`src/source/tge_cpu_pkg.sv`:
```
package tge_cpu_pkg;

  // bus and buffer word types
  typedef logic [15:0] wb_data_t;
  typedef logic [31:0] wb_adr_t;
  typedef logic [63:0] buf_word_t;
  // select bit above the word index
  typedef logic [8:0]  buf_adr_t;
  // lane 3 is the low half word
  typedef logic [1:0]  lane_t;
  typedef logic [3:0]  reg_idx_t;

  typedef enum logic [1:0] {
    WIN_NONE,
    WIN_REGS,
    WIN_TX,
    WIN_RX
  } win_t;

  // address windows, each 2 KB aligned
  localparam wb_adr_t REGS_BASE = 32'h0000_0000;
  localparam wb_adr_t REGS_HIGH = 32'h0000_07FF;
  localparam wb_adr_t TX_BASE   = 32'h0000_1000;
  localparam wb_adr_t TX_HIGH   = 32'h0000_17FF;
  localparam wb_adr_t RX_BASE   = 32'h0000_2000;
  localparam wb_adr_t RX_HIGH   = 32'h0000_27FF;

  // index 0 and 4 are kept free for compatibility
  localparam reg_idx_t REG_MAC_2      = 4'd1;
  localparam reg_idx_t REG_MAC_1      = 4'd2;
  localparam reg_idx_t REG_MAC_0      = 4'd3;
  localparam reg_idx_t REG_GATEWAY    = 4'd5;
  localparam reg_idx_t REG_IP_1       = 4'd6;
  localparam reg_idx_t REG_IP_0       = 4'd7;
  localparam reg_idx_t REG_TX_SIZE    = 4'd8;
  localparam reg_idx_t REG_RX_SIZE    = 4'd9;
  localparam reg_idx_t REG_VALID      = 4'd10;
  localparam reg_idx_t REG_UDP_PORT   = 4'd11;
  localparam reg_idx_t REG_PHY_STATUS = 4'd12;
  localparam reg_idx_t REG_MGT_CONFIG = 4'd13;

  localparam logic [47:0] DEFAULT_MAC       = 48'hffff_ffff_ffff;
  localparam logic [31:0] DEFAULT_IP        = 32'hffff_ffff;
  localparam logic [7:0]  DEFAULT_GATEWAY   = 8'hff;
  localparam logic [15:0] DEFAULT_PORT      = 16'hffff;
  localparam logic        DEFAULT_VALID     = 1'b1;
  localparam logic [2:0]  DEFAULT_TXPREEMPH = 3'd7;
  localparam logic [2:0]  DEFAULT_TXDIFF    = 3'd4;

endpackage

```
`src/source/tge_buffer_ctrl.sv`:
```
`timescale 1ns/10ps

module tge_buffer_ctrl (
  input  logic                  wb_clk_i,
  input  logic                  wb_rst_i,
  input  logic                  reg_we_i,
  input  tge_cpu_pkg::reg_idx_t reg_idx_i,
  input  logic [1:0]            wb_sel_i,
  input  tge_cpu_pkg::wb_data_t wb_dat_i,
  input  logic                  tx_cpu_free_buffer_i,
  input  logic                  tx_cpu_buffer_select_i,
  input  logic                  rx_cpu_new_buffer_i,
  input  logic [7:0]            rx_cpu_buffer_size_i,
  input  logic                  rx_cpu_buffer_select_i,
  output logic [7:0]            tx_size_o,
  output logic [7:0]            rx_size_o,
  output logic                  tx_sel_o,
  output logic                  rx_sel_o,
  output logic [7:0]            tx_cpu_buffer_size_o,
  output logic                  tx_cpu_buffer_filled_o,
  output logic                  rx_cpu_buffer_cleared_o
);
  import tge_cpu_pkg::*;

  logic free_q;
  logic new_q;

  always_ff @(posedge wb_clk_i) begin
    if (wb_rst_i) begin
      free_q                  <= 1'b0;
      new_q                   <= 1'b0;
      tx_size_o               <= '0;
      rx_size_o               <= '0;
      tx_sel_o                <= 1'b0;
      rx_sel_o                <= 1'b0;
      tx_cpu_buffer_filled_o  <= 1'b0;
      rx_cpu_buffer_cleared_o <= 1'b0;
    end else begin
      free_q <= tx_cpu_free_buffer_i;
      new_q  <= rx_cpu_new_buffer_i;

      // tx: buffer handed to the cpu on the rising edge of free
      if (!tx_cpu_buffer_filled_o && tx_cpu_free_buffer_i && !free_q) begin
        tx_size_o <= '0;
        tx_sel_o  <= tx_cpu_buffer_select_i;
      end
      // cpu has written a size, hand it back
      if (!tx_cpu_buffer_filled_o && tx_cpu_free_buffer_i && free_q && tx_size_o != '0) begin
        tx_cpu_buffer_filled_o <= 1'b1;
      end
      if (tx_cpu_buffer_filled_o && !tx_cpu_free_buffer_i) begin
        tx_cpu_buffer_filled_o <= 1'b0;
      end

      // rx: new packet arrives with its size
      if (!rx_cpu_buffer_cleared_o && rx_cpu_new_buffer_i && !new_q) begin
        rx_size_o <= rx_cpu_buffer_size_i;
        rx_sel_o  <= rx_cpu_buffer_select_i;
      end
      // size zeroed by the cpu means the packet is consumed
      if (!rx_cpu_buffer_cleared_o && rx_cpu_new_buffer_i && new_q && rx_size_o == '0) begin
        rx_cpu_buffer_cleared_o <= 1'b1;
      end
      if (rx_cpu_buffer_cleared_o && !rx_cpu_new_buffer_i) begin
        rx_cpu_buffer_cleared_o <= 1'b0;
      end

      // cpu writes come last and win
      if (reg_we_i && wb_sel_i[0]) begin
        if (reg_idx_i == REG_TX_SIZE) tx_size_o <= wb_dat_i[7:0];
        if (reg_idx_i == REG_RX_SIZE) rx_size_o <= wb_dat_i[7:0];
      end
    end
  end

  // size toward the mac side, captured as filled rises
  always_ff @(posedge wb_clk_i) begin
    if (!tx_cpu_buffer_filled_o && tx_cpu_free_buffer_i && free_q && tx_size_o != '0) begin
      tx_cpu_buffer_size_o <= tx_size_o;
    end
  end

endmodule

```
`src/source/tge_buffer_port.sv`:
```
`timescale 1ns/10ps

module tge_buffer_port (
  input  logic                   wb_clk_i,
  input  logic                   wb_rst_i,
  input  logic                   we_i,
  input  tge_cpu_pkg::lane_t     lane_i,
  input  logic [1:0]             wb_sel_i,
  input  tge_cpu_pkg::wb_data_t  wb_dat_i,
  input  tge_cpu_pkg::wb_adr_t   wb_adr_i,
  input  logic                   sel_i,
  input  tge_cpu_pkg::buf_word_t buf_dat_i,
  output tge_cpu_pkg::buf_adr_t  buf_adr_o,
  output tge_cpu_pkg::buf_word_t buf_dat_o,
  output logic                   buf_we_o,
  output tge_cpu_pkg::wb_data_t  rd_lane_o
);
  import tge_cpu_pkg::*;

  buf_word_t merged;

  // word index within the 2 KB window, select bit on top
  assign buf_adr_o = {sel_i, wb_adr_i[10:3]};

  // replace the selected bytes of the addressed lane
  always_comb begin
    merged = buf_dat_i;
    for (int i = 0; i < 4; i++) begin
      if (lane_i == lane_t'(3 - i)) begin
        if (wb_sel_i[0]) merged[16*i +: 8]     = wb_dat_i[7:0];
        if (wb_sel_i[1]) merged[16*i + 8 +: 8] = wb_dat_i[15:8];
      end
    end
  end

  always_ff @(posedge wb_clk_i) begin
    if (we_i) begin
      buf_dat_o <= merged;
    end
  end

  // write lands with ack, address still held by the master
  always_ff @(posedge wb_clk_i) begin
    if (wb_rst_i) begin
      buf_we_o <= 1'b0;
    end else begin
      buf_we_o <= we_i;
    end
  end

  always_comb begin
    case (lane_i)
      2'd0:    rd_lane_o = buf_dat_i[63:48];
      2'd1:    rd_lane_o = buf_dat_i[47:32];
      2'd2:    rd_lane_o = buf_dat_i[31:16];
      default: rd_lane_o = buf_dat_i[15:0];
    endcase
  end

endmodule

```
`src/source/tge_cpu_attach.sv`:
```
`timescale 1ns/10ps

module tge_cpu_attach (
  input  logic                   wb_clk_i,
  input  logic                   wb_rst_i,
  input  logic                   wb_cyc_i,
  input  logic                   wb_stb_i,
  input  logic                   wb_we_i,
  input  logic [1:0]             wb_sel_i,
  input  tge_cpu_pkg::wb_adr_t   wb_adr_i,
  input  tge_cpu_pkg::wb_data_t  wb_dat_i,
  output tge_cpu_pkg::wb_data_t  wb_dat_o,
  output logic                   wb_ack_o,
  // local configuration
  output logic [47:0]            local_mac_o,
  output logic [31:0]            local_ip_o,
  output logic [7:0]             local_gateway_o,
  output logic [15:0]            local_port_o,
  output logic                   local_valid_o,
  input  logic [7:0]             phy_status_i,
  output logic [1:0]             mgt_rxeqmix_o,
  output logic [3:0]             mgt_rxeqpole_o,
  output logic [2:0]             mgt_txpreemphasis_o,
  output logic [2:0]             mgt_txdiffctrl_o,
  // tx buffer
  output tge_cpu_pkg::buf_word_t tx_buffer_data_in_o,
  output tge_cpu_pkg::buf_adr_t  tx_buffer_address_o,
  output logic                   tx_buffer_we_o,
  input  tge_cpu_pkg::buf_word_t tx_buffer_data_out_i,
  output logic [7:0]             tx_cpu_buffer_size_o,
  input  logic                   tx_cpu_free_buffer_i,
  output logic                   tx_cpu_buffer_filled_o,
  input  logic                   tx_cpu_buffer_select_i,
  // rx buffer
  output tge_cpu_pkg::buf_word_t rx_buffer_data_in_o,
  output tge_cpu_pkg::buf_adr_t  rx_buffer_address_o,
  output logic                   rx_buffer_we_o,
  input  tge_cpu_pkg::buf_word_t rx_buffer_data_out_i,
  input  logic [7:0]             rx_cpu_buffer_size_i,
  input  logic                   rx_cpu_new_buffer_i,
  output logic                   rx_cpu_buffer_cleared_o,
  input  logic                   rx_cpu_buffer_select_i
);
  import tge_cpu_pkg::*;

  win_t     win;
  lane_t    lane;
  reg_idx_t reg_idx;
  logic     reg_we;
  logic     tx_we;
  logic     rx_we;
  logic     tx_sel;
  logic     rx_sel;
  logic [7:0] tx_size;
  logic [7:0] rx_size;
  wb_data_t tx_lane;
  wb_data_t rx_lane;

  tge_wb_decode decode (
    .wb_clk_i, .wb_rst_i, .wb_cyc_i, .wb_stb_i, .wb_we_i, .wb_adr_i,
    .ack_o(wb_ack_o), .win_o(win), .reg_we_o(reg_we), .tx_we_o(tx_we),
    .rx_we_o(rx_we), .lane_o(lane), .reg_idx_o(reg_idx)
  );

  tge_reg_file reg_file (
    .wb_clk_i, .wb_rst_i, .reg_we_i(reg_we), .reg_idx_i(reg_idx), .wb_sel_i, .wb_dat_i,
    .local_mac_o, .local_ip_o, .local_gateway_o, .local_port_o, .local_valid_o,
    .mgt_rxeqmix_o, .mgt_rxeqpole_o, .mgt_txpreemphasis_o, .mgt_txdiffctrl_o
  );

  tge_buffer_ctrl buffer_ctrl (
    .wb_clk_i, .wb_rst_i, .reg_we_i(reg_we), .reg_idx_i(reg_idx), .wb_sel_i, .wb_dat_i,
    .tx_cpu_free_buffer_i, .tx_cpu_buffer_select_i, .rx_cpu_new_buffer_i,
    .rx_cpu_buffer_size_i, .rx_cpu_buffer_select_i,
    .tx_size_o(tx_size), .rx_size_o(rx_size), .tx_sel_o(tx_sel), .rx_sel_o(rx_sel),
    .tx_cpu_buffer_size_o, .tx_cpu_buffer_filled_o, .rx_cpu_buffer_cleared_o
  );

  tge_buffer_port tx_port (
    .wb_clk_i, .wb_rst_i, .we_i(tx_we), .lane_i(lane), .wb_sel_i, .wb_dat_i, .wb_adr_i,
    .sel_i(tx_sel), .buf_dat_i(tx_buffer_data_out_i), .buf_adr_o(tx_buffer_address_o),
    .buf_dat_o(tx_buffer_data_in_o), .buf_we_o(tx_buffer_we_o), .rd_lane_o(tx_lane)
  );

  tge_buffer_port rx_port (
    .wb_clk_i, .wb_rst_i, .we_i(rx_we), .lane_i(lane), .wb_sel_i, .wb_dat_i, .wb_adr_i,
    .sel_i(rx_sel), .buf_dat_i(rx_buffer_data_out_i), .buf_adr_o(rx_buffer_address_o),
    .buf_dat_o(rx_buffer_data_in_o), .buf_we_o(rx_buffer_we_o), .rd_lane_o(rx_lane)
  );

  tge_wb_result result (
    .wb_clk_i, .wb_rst_i, .win_i(win), .reg_idx_i(reg_idx),
    .local_mac_i(local_mac_o), .local_ip_i(local_ip_o), .local_gateway_i(local_gateway_o),
    .local_port_i(local_port_o), .local_valid_i(local_valid_o),
    .mgt_rxeqmix_i(mgt_rxeqmix_o), .mgt_rxeqpole_i(mgt_rxeqpole_o),
    .mgt_txpreemphasis_i(mgt_txpreemphasis_o), .mgt_txdiffctrl_i(mgt_txdiffctrl_o),
    .tx_size_i(tx_size), .rx_size_i(rx_size), .phy_status_i,
    .tx_lane_i(tx_lane), .rx_lane_i(rx_lane), .wb_dat_o
  );

endmodule

```
`src/source/tge_reg_file.sv`:
```
`timescale 1ns/10ps

module tge_reg_file (
  input  logic                  wb_clk_i,
  input  logic                  wb_rst_i,
  input  logic                  reg_we_i,
  input  tge_cpu_pkg::reg_idx_t reg_idx_i,
  input  logic [1:0]            wb_sel_i,
  input  tge_cpu_pkg::wb_data_t wb_dat_i,
  output logic [47:0]           local_mac_o,
  output logic [31:0]           local_ip_o,
  output logic [7:0]            local_gateway_o,
  output logic [15:0]           local_port_o,
  output logic                  local_valid_o,
  output logic [1:0]            mgt_rxeqmix_o,
  output logic [3:0]            mgt_rxeqpole_o,
  output logic [2:0]            mgt_txpreemphasis_o,
  output logic [2:0]            mgt_txdiffctrl_o
);
  import tge_cpu_pkg::*;

  always_ff @(posedge wb_clk_i) begin
    if (wb_rst_i) begin
      local_mac_o         <= DEFAULT_MAC;
      local_ip_o          <= DEFAULT_IP;
      local_gateway_o     <= DEFAULT_GATEWAY;
      local_port_o        <= DEFAULT_PORT;
      local_valid_o       <= DEFAULT_VALID;
      // equalizer starts neutral
      mgt_rxeqmix_o       <= '0;
      mgt_rxeqpole_o      <= '0;
      mgt_txpreemphasis_o <= DEFAULT_TXPREEMPH;
      mgt_txdiffctrl_o    <= DEFAULT_TXDIFF;
    end else if (reg_we_i) begin
      case (reg_idx_i)
        REG_MAC_2: begin
          if (wb_sel_i[0]) local_mac_o[39:32] <= wb_dat_i[7:0];
          if (wb_sel_i[1]) local_mac_o[47:40] <= wb_dat_i[15:8];
        end
        REG_MAC_1: begin
          if (wb_sel_i[0]) local_mac_o[23:16] <= wb_dat_i[7:0];
          if (wb_sel_i[1]) local_mac_o[31:24] <= wb_dat_i[15:8];
        end
        REG_MAC_0: begin
          if (wb_sel_i[0]) local_mac_o[7:0]  <= wb_dat_i[7:0];
          if (wb_sel_i[1]) local_mac_o[15:8] <= wb_dat_i[15:8];
        end
        // low byte only
        REG_GATEWAY: begin
          if (wb_sel_i[0]) local_gateway_o <= wb_dat_i[7:0];
        end
        REG_IP_1: begin
          if (wb_sel_i[0]) local_ip_o[23:16] <= wb_dat_i[7:0];
          if (wb_sel_i[1]) local_ip_o[31:24] <= wb_dat_i[15:8];
        end
        REG_IP_0: begin
          if (wb_sel_i[0]) local_ip_o[7:0]  <= wb_dat_i[7:0];
          if (wb_sel_i[1]) local_ip_o[15:8] <= wb_dat_i[15:8];
        end
        REG_VALID: begin
          if (wb_sel_i[0]) local_valid_o <= wb_dat_i[0];
        end
        REG_UDP_PORT: begin
          if (wb_sel_i[0]) local_port_o[7:0]  <= wb_dat_i[7:0];
          if (wb_sel_i[1]) local_port_o[15:8] <= wb_dat_i[15:8];
        end
        REG_MGT_CONFIG: begin
          if (wb_sel_i[0]) begin
            mgt_rxeqmix_o  <= wb_dat_i[1:0];
            mgt_rxeqpole_o <= wb_dat_i[7:4];
          end
          if (wb_sel_i[1]) begin
            mgt_txpreemphasis_o <= wb_dat_i[10:8];
            mgt_txdiffctrl_o    <= wb_dat_i[14:12];
          end
        end
        // sizes live in buffer_ctrl, phy status is read only
        default: begin
        end
      endcase
    end
  end

endmodule

```
`src/source/tge_wb_decode.sv`:
```
`timescale 1ns/10ps

module tge_wb_decode (
  input  logic                  wb_clk_i,
  input  logic                  wb_rst_i,
  input  logic                  wb_cyc_i,
  input  logic                  wb_stb_i,
  input  logic                  wb_we_i,
  input  tge_cpu_pkg::wb_adr_t  wb_adr_i,
  output logic                  ack_o,
  output tge_cpu_pkg::win_t     win_o,
  output logic                  reg_we_o,
  output logic                  tx_we_o,
  output logic                  rx_we_o,
  output tge_cpu_pkg::lane_t    lane_o,
  output tge_cpu_pkg::reg_idx_t reg_idx_o
);
  import tge_cpu_pkg::*;

  logic trans;

  function automatic logic in_win(input wb_adr_t adr, input wb_adr_t lo, input wb_adr_t hi);
    return (adr >= lo) && (adr <= hi);
  endfunction

  // one transaction per strobe, blocked while acknowledging
  assign trans = wb_stb_i & wb_cyc_i & ~ack_o;

  always_comb begin
    win_o = WIN_NONE;
    if (trans) begin
      if (in_win(wb_adr_i, REGS_BASE, REGS_HIGH)) begin
        win_o = WIN_REGS;
      end else if (in_win(wb_adr_i, TX_BASE, TX_HIGH)) begin
        win_o = WIN_TX;
      end else if (in_win(wb_adr_i, RX_BASE, RX_HIGH)) begin
        win_o = WIN_RX;
      end
    end
  end

  // bases are 2 KB aligned so the offset bits are the address bits
  assign reg_idx_o = wb_adr_i[4:1];
  assign lane_o    = wb_adr_i[2:1];

  assign reg_we_o = wb_we_i && (win_o == WIN_REGS);
  assign tx_we_o  = wb_we_i && (win_o == WIN_TX);
  assign rx_we_o  = wb_we_i && (win_o == WIN_RX);

  always_ff @(posedge wb_clk_i) begin
    if (wb_rst_i) begin
      ack_o <= 1'b0;
    end else begin
      ack_o <= trans;
    end
  end

endmodule

```
`src/source/tge_wb_result.sv`:
```
`timescale 1ns/10ps

module tge_wb_result (
  input  logic                  wb_clk_i,
  input  logic                  wb_rst_i,
  input  tge_cpu_pkg::win_t     win_i,
  input  tge_cpu_pkg::reg_idx_t reg_idx_i,
  input  logic [47:0]           local_mac_i,
  input  logic [31:0]           local_ip_i,
  input  logic [7:0]            local_gateway_i,
  input  logic [15:0]           local_port_i,
  input  logic                  local_valid_i,
  input  logic [1:0]            mgt_rxeqmix_i,
  input  logic [3:0]            mgt_rxeqpole_i,
  input  logic [2:0]            mgt_txpreemphasis_i,
  input  logic [2:0]            mgt_txdiffctrl_i,
  input  logic [7:0]            tx_size_i,
  input  logic [7:0]            rx_size_i,
  input  logic [7:0]            phy_status_i,
  input  tge_cpu_pkg::wb_data_t tx_lane_i,
  input  tge_cpu_pkg::wb_data_t rx_lane_i,
  output tge_cpu_pkg::wb_data_t wb_dat_o
);
  import tge_cpu_pkg::*;

  win_t     src_win;
  reg_idx_t src_idx;
  wb_data_t reg_dat;

  // source captured at the transaction, used during ack
  always_ff @(posedge wb_clk_i) begin
    if (wb_rst_i) begin
      src_win <= WIN_NONE;
    end else begin
      src_win <= win_i;
    end
  end

  always_ff @(posedge wb_clk_i) begin
    src_idx <= reg_idx_i;
  end

  always_comb begin
    case (src_idx)
      REG_MAC_2:      reg_dat = local_mac_i[47:32];
      REG_MAC_1:      reg_dat = local_mac_i[31:16];
      REG_MAC_0:      reg_dat = local_mac_i[15:0];
      REG_GATEWAY:    reg_dat = {8'b0, local_gateway_i};
      REG_IP_1:       reg_dat = local_ip_i[31:16];
      REG_IP_0:       reg_dat = local_ip_i[15:0];
      REG_TX_SIZE:    reg_dat = {8'b0, tx_size_i};
      REG_RX_SIZE:    reg_dat = {8'b0, rx_size_i};
      REG_VALID:      reg_dat = {15'b0, local_valid_i};
      REG_UDP_PORT:   reg_dat = local_port_i;
      REG_PHY_STATUS: reg_dat = {8'b0, phy_status_i};
      REG_MGT_CONFIG: reg_dat = {1'b0, mgt_txdiffctrl_i, 1'b0, mgt_txpreemphasis_i,
                                 mgt_rxeqpole_i, 2'b0, mgt_rxeqmix_i};
      default:        reg_dat = '0;
    endcase
  end

  always_comb begin
    case (src_win)
      WIN_REGS: wb_dat_o = reg_dat;
      WIN_TX:   wb_dat_o = tx_lane_i;
      WIN_RX:   wb_dat_o = rx_lane_i;
      default:  wb_dat_o = '0;
    endcase
  end

endmodule

```
`config.mk`:
```
export PLATFORM = sky130hd
export DESIGN_NAME = tge_cpu_attach
export DESIGN_NICKNAME = d
export VERILOG_FILES = /design/src/source/tge_cpu_pkg.sv /design/src/source/tge_buffer_ctrl.sv /design/src/source/tge_buffer_port.sv /design/src/source/tge_cpu_attach.sv /design/src/source/tge_reg_file.sv /design/src/source/tge_wb_decode.sv /design/src/source/tge_wb_result.sv
export SDC_FILE = /design/constraint.sdc
export NUM_CORES = 1
export LEC_CHECK = 0
export ABC_AREA = 1
export BUFFER_PORTS_ARGS = -buffer_cell sky130_fd_sc_hd__buf_4
export CORE_MARGIN = 1
export CORE_UTILIZATION = 35
export CTS_CLUSTER_DIAMETER = 40
export DETAILED_ROUTE_END_ITERATION = 8
export GPL_TIMING_DRIVEN = 1
export SYNTH_ARGS = -nofsm -noshare
export SYNTH_HDL_FRONTEND = slang
export SYNTH_SLANG_ARGS = --single-unit
export TNS_END_PERCENT = 1
```
`constraint.sdc`:
```
create_clock -name wb_clk_i -period 4.2 [get_ports wb_clk_i]
set_input_delay 0.63 -clock wb_clk_i [delete_from_list [all_inputs] [get_ports wb_clk_i]]
set_output_delay 0.63 -clock wb_clk_i [all_outputs]
set_load 0.01 [all_outputs]
```
Yosys cells after proc, flatten, opt, wreduce, memory -nomap -nowiden:

Cells that the tools add are included.

* add/sub/neg operators: 0
* multipliers: 0
* div/mod/pow operators: 0
* magnitude comparators: 6
* eq/ne operators: 32
* shifts and indexed selects: 0
* mux-type cells: 38
* bitwise operators: 3
* reductions and logical operators: 44

Operators with widths (count)
* $pmux W16 S12: 1
* $mux W8: 22
* $pmux W16 S3: 3
* $mux W16: 8
* $reduce_and A3 Y1: 16
* $eq A4 B4 Y1 const B: 11
* $ge A32 B1 Y1 const B: 1
* $ge A32 B13 Y1 const B: 1
* $ge A32 B14 Y1 const B: 1
* $le A32 B11 Y1 const B: 1
* $le A32 B13 Y1 const B: 1
* $le A32 B14 Y1 const B: 1
* $eq A4 B3 Y1 const B: 6
* $logic_and A1 B1 Y1: 17
* $eq A4 B2 Y1 const B: 4
* $eq A2 B2 Y1 const B: 6
* $eq A4 B1 Y1 const B: 2
* $logic_not A8 Y1: 1
* $mux W2: 4
* $reduce_bool A8 Y1: 1
* $eq A2 B1 Y1 const B: 3
* $logic_not A1 Y1: 6
* $reduce_or A2 Y1: 2
* $and A1 B1 Y1: 2
* 2 further kinds: 2

* register bits after elaboration: 284
* bits in latches: 0
* RAM bits: 0
* bits in read-only memories: 0
* output and inout port bits: 292
* memories: 0

Logic depth before layout (Yosys ltp):

* depth after elaboration: 10
* depth in mapped cells: 12
* gate-level depth less buffers: 11

Hierarchy:

From an unflattened synthesis, not the netlist that was laid out.

* cell total of the unflattened synthesis: 1985
* area, all modules: 14814.2 µm²

By module, submodules not included
* tge_buffer_port: instances 2, cells each 386, area each 3490.8 µm², seq. area each 1941.9 µm²
* tge_reg_file: instances 1, cells each 576, area each 4433.0 µm², seq. area each 2342.2 µm²
* tge_wb_result: instances 1, cells each 423, area each 1879.3 µm², seq. area each 120.1 µm²
* tge_buffer_ctrl: instances 1, cells each 170, area each 1305.0 µm², seq. area each 680.7 µm²
* tge_wb_decode: instances 1, cells each 44, area each 215.2 µm², seq. area each 20.0 µm²

Worst setup path before layout:

Ideal clock, no wire load.

* path type: input to register
* start: in wb_adr_i[20]
* end: reg rx_port.buf_dat_o[0], enable pin
* setup time: 0.486 ns
* arrival time: 3.921 ns
* path slack: -0.207 ns
* stages: 7
* buffers on the path: 0
* cells stage by stage: nor2_1 nand2_1 nor2_1 nand2_1 nor2_1 nand3_1 nor2_1

* longest elaborated chain between the ends: 8
* elaborated cells on any way between the ends: 15

RTL lines
* start, declared: RTL line tge_cpu_attach.sv:10 `input tge_cpu_pkg::wb_adr_t wb_adr_i,`
* $ge A32 B14 Y1 / $le A32 B14 Y1 (equally long branches): RTL line tge_wb_decode.sv:23 `return (adr >= lo) && (adr <= hi);`
* $logic_and A1 B1 Y1: RTL line tge_wb_decode.sv:23
* $mux W2: RTL line tge_wb_decode.sv:36 `end else if (in_win(wb_adr_i, RX_BASE, RX_HIGH)) begin`
* $mux W2: RTL line tge_wb_decode.sv:34 `end else if (in_win(wb_adr_i, TX_BASE, TX_HIGH)) begin`
* $mux W2 (*): RTL line tge_wb_decode.sv:32 `if (in_win(wb_adr_i, REGS_BASE, REGS_HIGH)) begin`
* $mux W2 (*): RTL line tge_wb_decode.sv:31 `if (trans) begin`
* $eq A2 B2 Y1 (*): RTL line tge_wb_decode.sv:48 `assign rx_we_o = wb_we_i && (win_o == WIN_RX);`
* $logic_and A1 B1 Y1 (*): RTL line tge_wb_decode.sv:48
* net decode.rx_we_o: RTL line tge_wb_decode.sv:14 `output logic rx_we_o,`
* end signal, assigned: RTL line tge_buffer_port.sv:38 `buf_dat_o <= merged;`
* end, declared: RTL line tge_buffer_port.sv:14 `output tge_cpu_pkg::buf_word_t buf_dat_o,`

The timed path passes the listed nets; every way through them passes the cells marked *.
A chain may end at the register's enable or synchronous reset.

Worst setup path in the final report:

* start: reg result.src_idx[2]
* end: out wb_dat_o[4]

* longest elaborated chain between the ends: 3
* elaborated cells on any way between the ends: 14

RTL lines
* start, declared: RTL line tge_wb_result.sv:27 `reg_idx_t src_idx;`
* start signal, assigned: RTL line tge_wb_result.sv:40 `src_idx <= reg_idx_i;`
* $eq A4 B4 Y1 (tied with other cells): RTL line tge_wb_result.sv:44 `case (src_idx)`
* $pmux W16 S12 (*): RTL line tge_wb_result.sv:44
* $pmux W16 S3 (*): RTL line tge_wb_result.sv:63 `case (src_win)`
* end, declared: RTL line tge_cpu_attach.sv:12 `output tge_cpu_pkg::wb_data_t wb_dat_o,`

Mark *: on every way between the ends. The rest lies on a longest branch, timed or not.

==> metrics.md <==
| Metric | Value |
|---|---|
| Outcome | finished, violations left |
| Failing checks | design-rule violations |
| Max clock buf depth | 3 |
| Post-CTS resize count | 0 |
| Internal Dissipation | about 5.4 mW |
| Die H | approximately 200 µm |
| Largest net degree at the start of global routing | between 60 and 70 |
| Slew HR | 0.225 |
| Fraction of layout instances using a drive strength above 1 | 0.284 |
| Synthesis-stage register bit count | 284 |
| Main synth FF type | dfxtp_1 |
| TritonRoute pass-1 iters | 8 |
| Overall die width | roughly 200 µm |
| CP delay by family, top | simple AND/OR/NAND/NOR gates |
| Multi-input logic area | around 5400 µm² |
| Drt via density | about 5.4 |
| Tot GR Track Use | 0.293 |
| Synth top area share | 0.299 |
| Clock Skew | 15.8 ps |
| Seq/Total Area, Yosys | 0.515 |
| Sequential cell area | ~7000 µm² |
| Reg-to-reg slack, setup | ~1800 ps |
| # H-tree levels | 2 |
| Area Growth Syn to Fin | 39.2% |
| Fmax | slightly below 300 MHz |
| CP Class | reg -> out |
| Fin crit share | 0.801 |
| # hold bufs at CTS | 0 |
| DR iter-0 viols | ~1500 |
| Hold EP | result.src_idx[0] |
| YS warnings | 0 |
| First-pass GRT wire length | between 80 and 90 mm |
| Hold path depth | 1 |
| Synth top cells by count | nand2_1 (397), nand3_1 (293), o21ai_0 (163), inv_1 (152), dfxtp_1 (148) |
| Clk pin slew, worst setup/hold paths | around 50 ps |
| Fin worst setup slack | between 800 and 900 ps |
| Final hold vios | 0 |
| Synthesized netlist cell count | approximately 1700 |
| CP Cell Sequence | nand2_1 -> clkinv_1 -> nand2_1 -> nor2_1 -> a211oi_1 -> nand3_1 -> nand2_1 -> nand2_1 -> buf_4 |
| Clock power frac | 0.510 |
| Worst EP required | ~3600 ps |
| Filler instances | around 3700 |
| Post-Syn Area | between 10000 and 15000 µm² |
| CP startpoint kind | register |
| Final WL | between 60 and 70 mm |
| Pwr Density | ~380 nW/µm² |
| Max cap viols | 0 |
| Slew Limit Fails | 0 |
| Total power | between 7 and 8 mW |
| Final hold slack | between 200 and 250 ps |
| Worst min-delay path startpoint | wb_adr_i[1] |
| Final setup fails | 0 |
| Worst slack at placement | between 800 and 900 ps |
| Final min period | 3360 ps |
| Least-Margin Pin Slew | 1150 ps |
| Ports | between 400 and 500 |
| Worst skew pair latency | between 500 and 600 ps |
| R2R depth | 6 |
| Sw Share | 0.254 |
| Inst Count DP | 2597 |
| Initial antenna violation count | 4 |
| PortBufs | between 400 and 500 |
| CP endpoint kind | output port |
| Psw | 1.85 mW |
| Hold WC Path Type | in -> reg |
| CTS tree | done |
| Syn avg cell area | 8.06 µm² |
| Final GP Congestion | around 0.97 |
| CTS root buf | clkbuf_16 |
| DIE AREA | ~40000 µm² |
| Finished Layout Cells | ~2700 |
| Post-CTS Setup Bufs | 0 |
| Synth Net Count | 1900 |
| Distinct cells, synth | 35 |
| Synth async-reset ratio | 0 |
| Unrepaired setup endpoints after global routing | false |
| DRC viols | 1 |
| Starting Density | 0.355 |
| Worst R2R End | tx_port.buf_dat_o[27] |
| Bufs and invs on worst path | 2 |
| Combinational group share of total power | 0.088 |
| Top post-synthesis cells by area | edfxtp_1 (30%), dfxtp_1 (22%), nand2_1 (11%), nand3_1 (11%), o21ai_0 (6.0%) |
| Max incr delay on CP | 470 ps |
| Worst-path cell with the longest stage delay | clkinv_1 |
| Flop pwr share | 0.402 |
| Final antenna-violating net count | 0 |
| CORE AREA | approximately 39000 µm² |
| Via Count | between 10000 and 15000 |
| Leak pwr | around 8.6 nW |
| Area leader, netlist | edfxtp_1 |
| Vias in the first global route | around 13000 |
| Rows | 72 |
| Most frequent cell after synthesis | nand2_1 |
| Total gr overflow | 0 |
| Reg2Reg Launch Point | decode.ack_o |
| Peak supply drop | ~0.23 mV |
| Number of synthesized flops with an enable pin | about 140 |
| WP data arrival | 2730 ps |
| Final #Nets | between 2000 and 2500 |
| Num Clock Sinks | approximately 280 |
| WL/cell | around 23 µm |
| DP HPWL | between 40 and 50 mm |
| CTS buffer count | 45 |
| Crit-path most repeated cell | nand2_1 |
| Levels on crit path | 9 |
| Critical Path Fanout Max | 17 |
## power groups by stage
stage                     Combinational, mW  Sequential [mW]  Clock (mW)
after floorplan                       0.323             2.98           0
after detailed placement              0.623             2.98           0
after CTS                             0.625             2.92        3.76
final                                 0.639             2.92        3.71
after global placement                0.619             2.98           0
after global routing                  0.686             2.92        3.87
## registers in the layout, indices dropped and copies added (netlist names), 8 cells and up
| name | count |
|---|---|
| buffer_ctrl.tx_cpu_buffer_size_o | 8 |
| buffer_ctrl.rx_size_o | 8 |
| buffer_ctrl.tx_size_o | 8 |
| reg_file.local_gateway_o | 8 |
| reg_file.local_port_o | 16 |
| reg_file.local_mac_o | 48 |
| rx_port.buf_dat_o | 64 |
| tx_port.buf_dat_o | 64 |
| reg_file.local_ip_o | 32 |
## metal layers
layer	routed length, µm	GRT usage	up-vias
met5	0	0	-
met4	2090	0.115	0
met3	6040	0.0597	127
met2	28300	0.467	899
met1	24400	0.387	6883
li1	-	-	6698
## through the flow
step | instance area [µm²] | TNS (ps) | util
2_1_floorplan | 13700 | -26510 | -
3_3_place_gp | 17500 | 0 | 0.454
3_5_place_dp | 17500 | 0 | 0.454
4_1_cts | 19000 | 0 | 0.493
5_1_grt | 19000 | 0 | 0.494
6_report | 19000 | 0 | 0.494
## how the worst max path moves through the flow
stage,from,to,slack [ps]
3_5_place_dp,wb_adr_i[2],wb_dat_o[14],870
4_1_cts,result.src_idx[3],wb_dat_o[2],850
6_report,result.src_idx[2],wb_dat_o[4],840
5_1_grt,result.src_idx[3],wb_dat_o[2],670
2_1_floorplan,wb_adr_i[20],rx_port.buf_dat_o[0],-210
3_3_place_gp,wb_adr_i[2],wb_dat_o[15],870
## cells in the final DEF, fill, tap and decap left out, types with 2 or more instances in the layout
cell type	count
bufinv_16	3
nor2_4	3
nor2_2	12
nor2_1	52
clkbuf_16	47
nand2_2	8
buf_4	504
clkinv_2	9
o21ai_0	163
o211ai_1	10
a221oi_1	11
a21boi_0	2
o221ai_1	5
clkinvlp_4	3
a21oi_1	64
a21o_1	2
dfxtp_1	148
nand2_1	396
clkinv_4	6
nor3_2	4
inv_6	9
nand4_1	9
nand3b_1	2
edfxtp_1	136
o2111a_1	2
inv_1	151
a211oi_1	7
nor3_1	5
a22o_1	2
diode_2	4
o21ai_1	8
nand3_1	293
clkinv_1	5
o22ai_1	69
clkbuf_1	3
## cell families after synthesis
kind of cell,synth area share
flip-flops,0.515
AO/OA/AOI/OAI,0.143
AND/OR/NAND/NOR,0.252
buffers and inverters,0.0891
## final cells by class
type	instances	share of cell area
multi-input combinational	1134	0.286
antenna	4	0.000526
sequential	284	0.370
clock buffer	51	0.0631
timing repair buffer	505	0.200
clock inverter	32	0.0160
tap	518	0.0340
inverter	156	0.0308
Note: power is estimated with default switching activity, not from simulation.
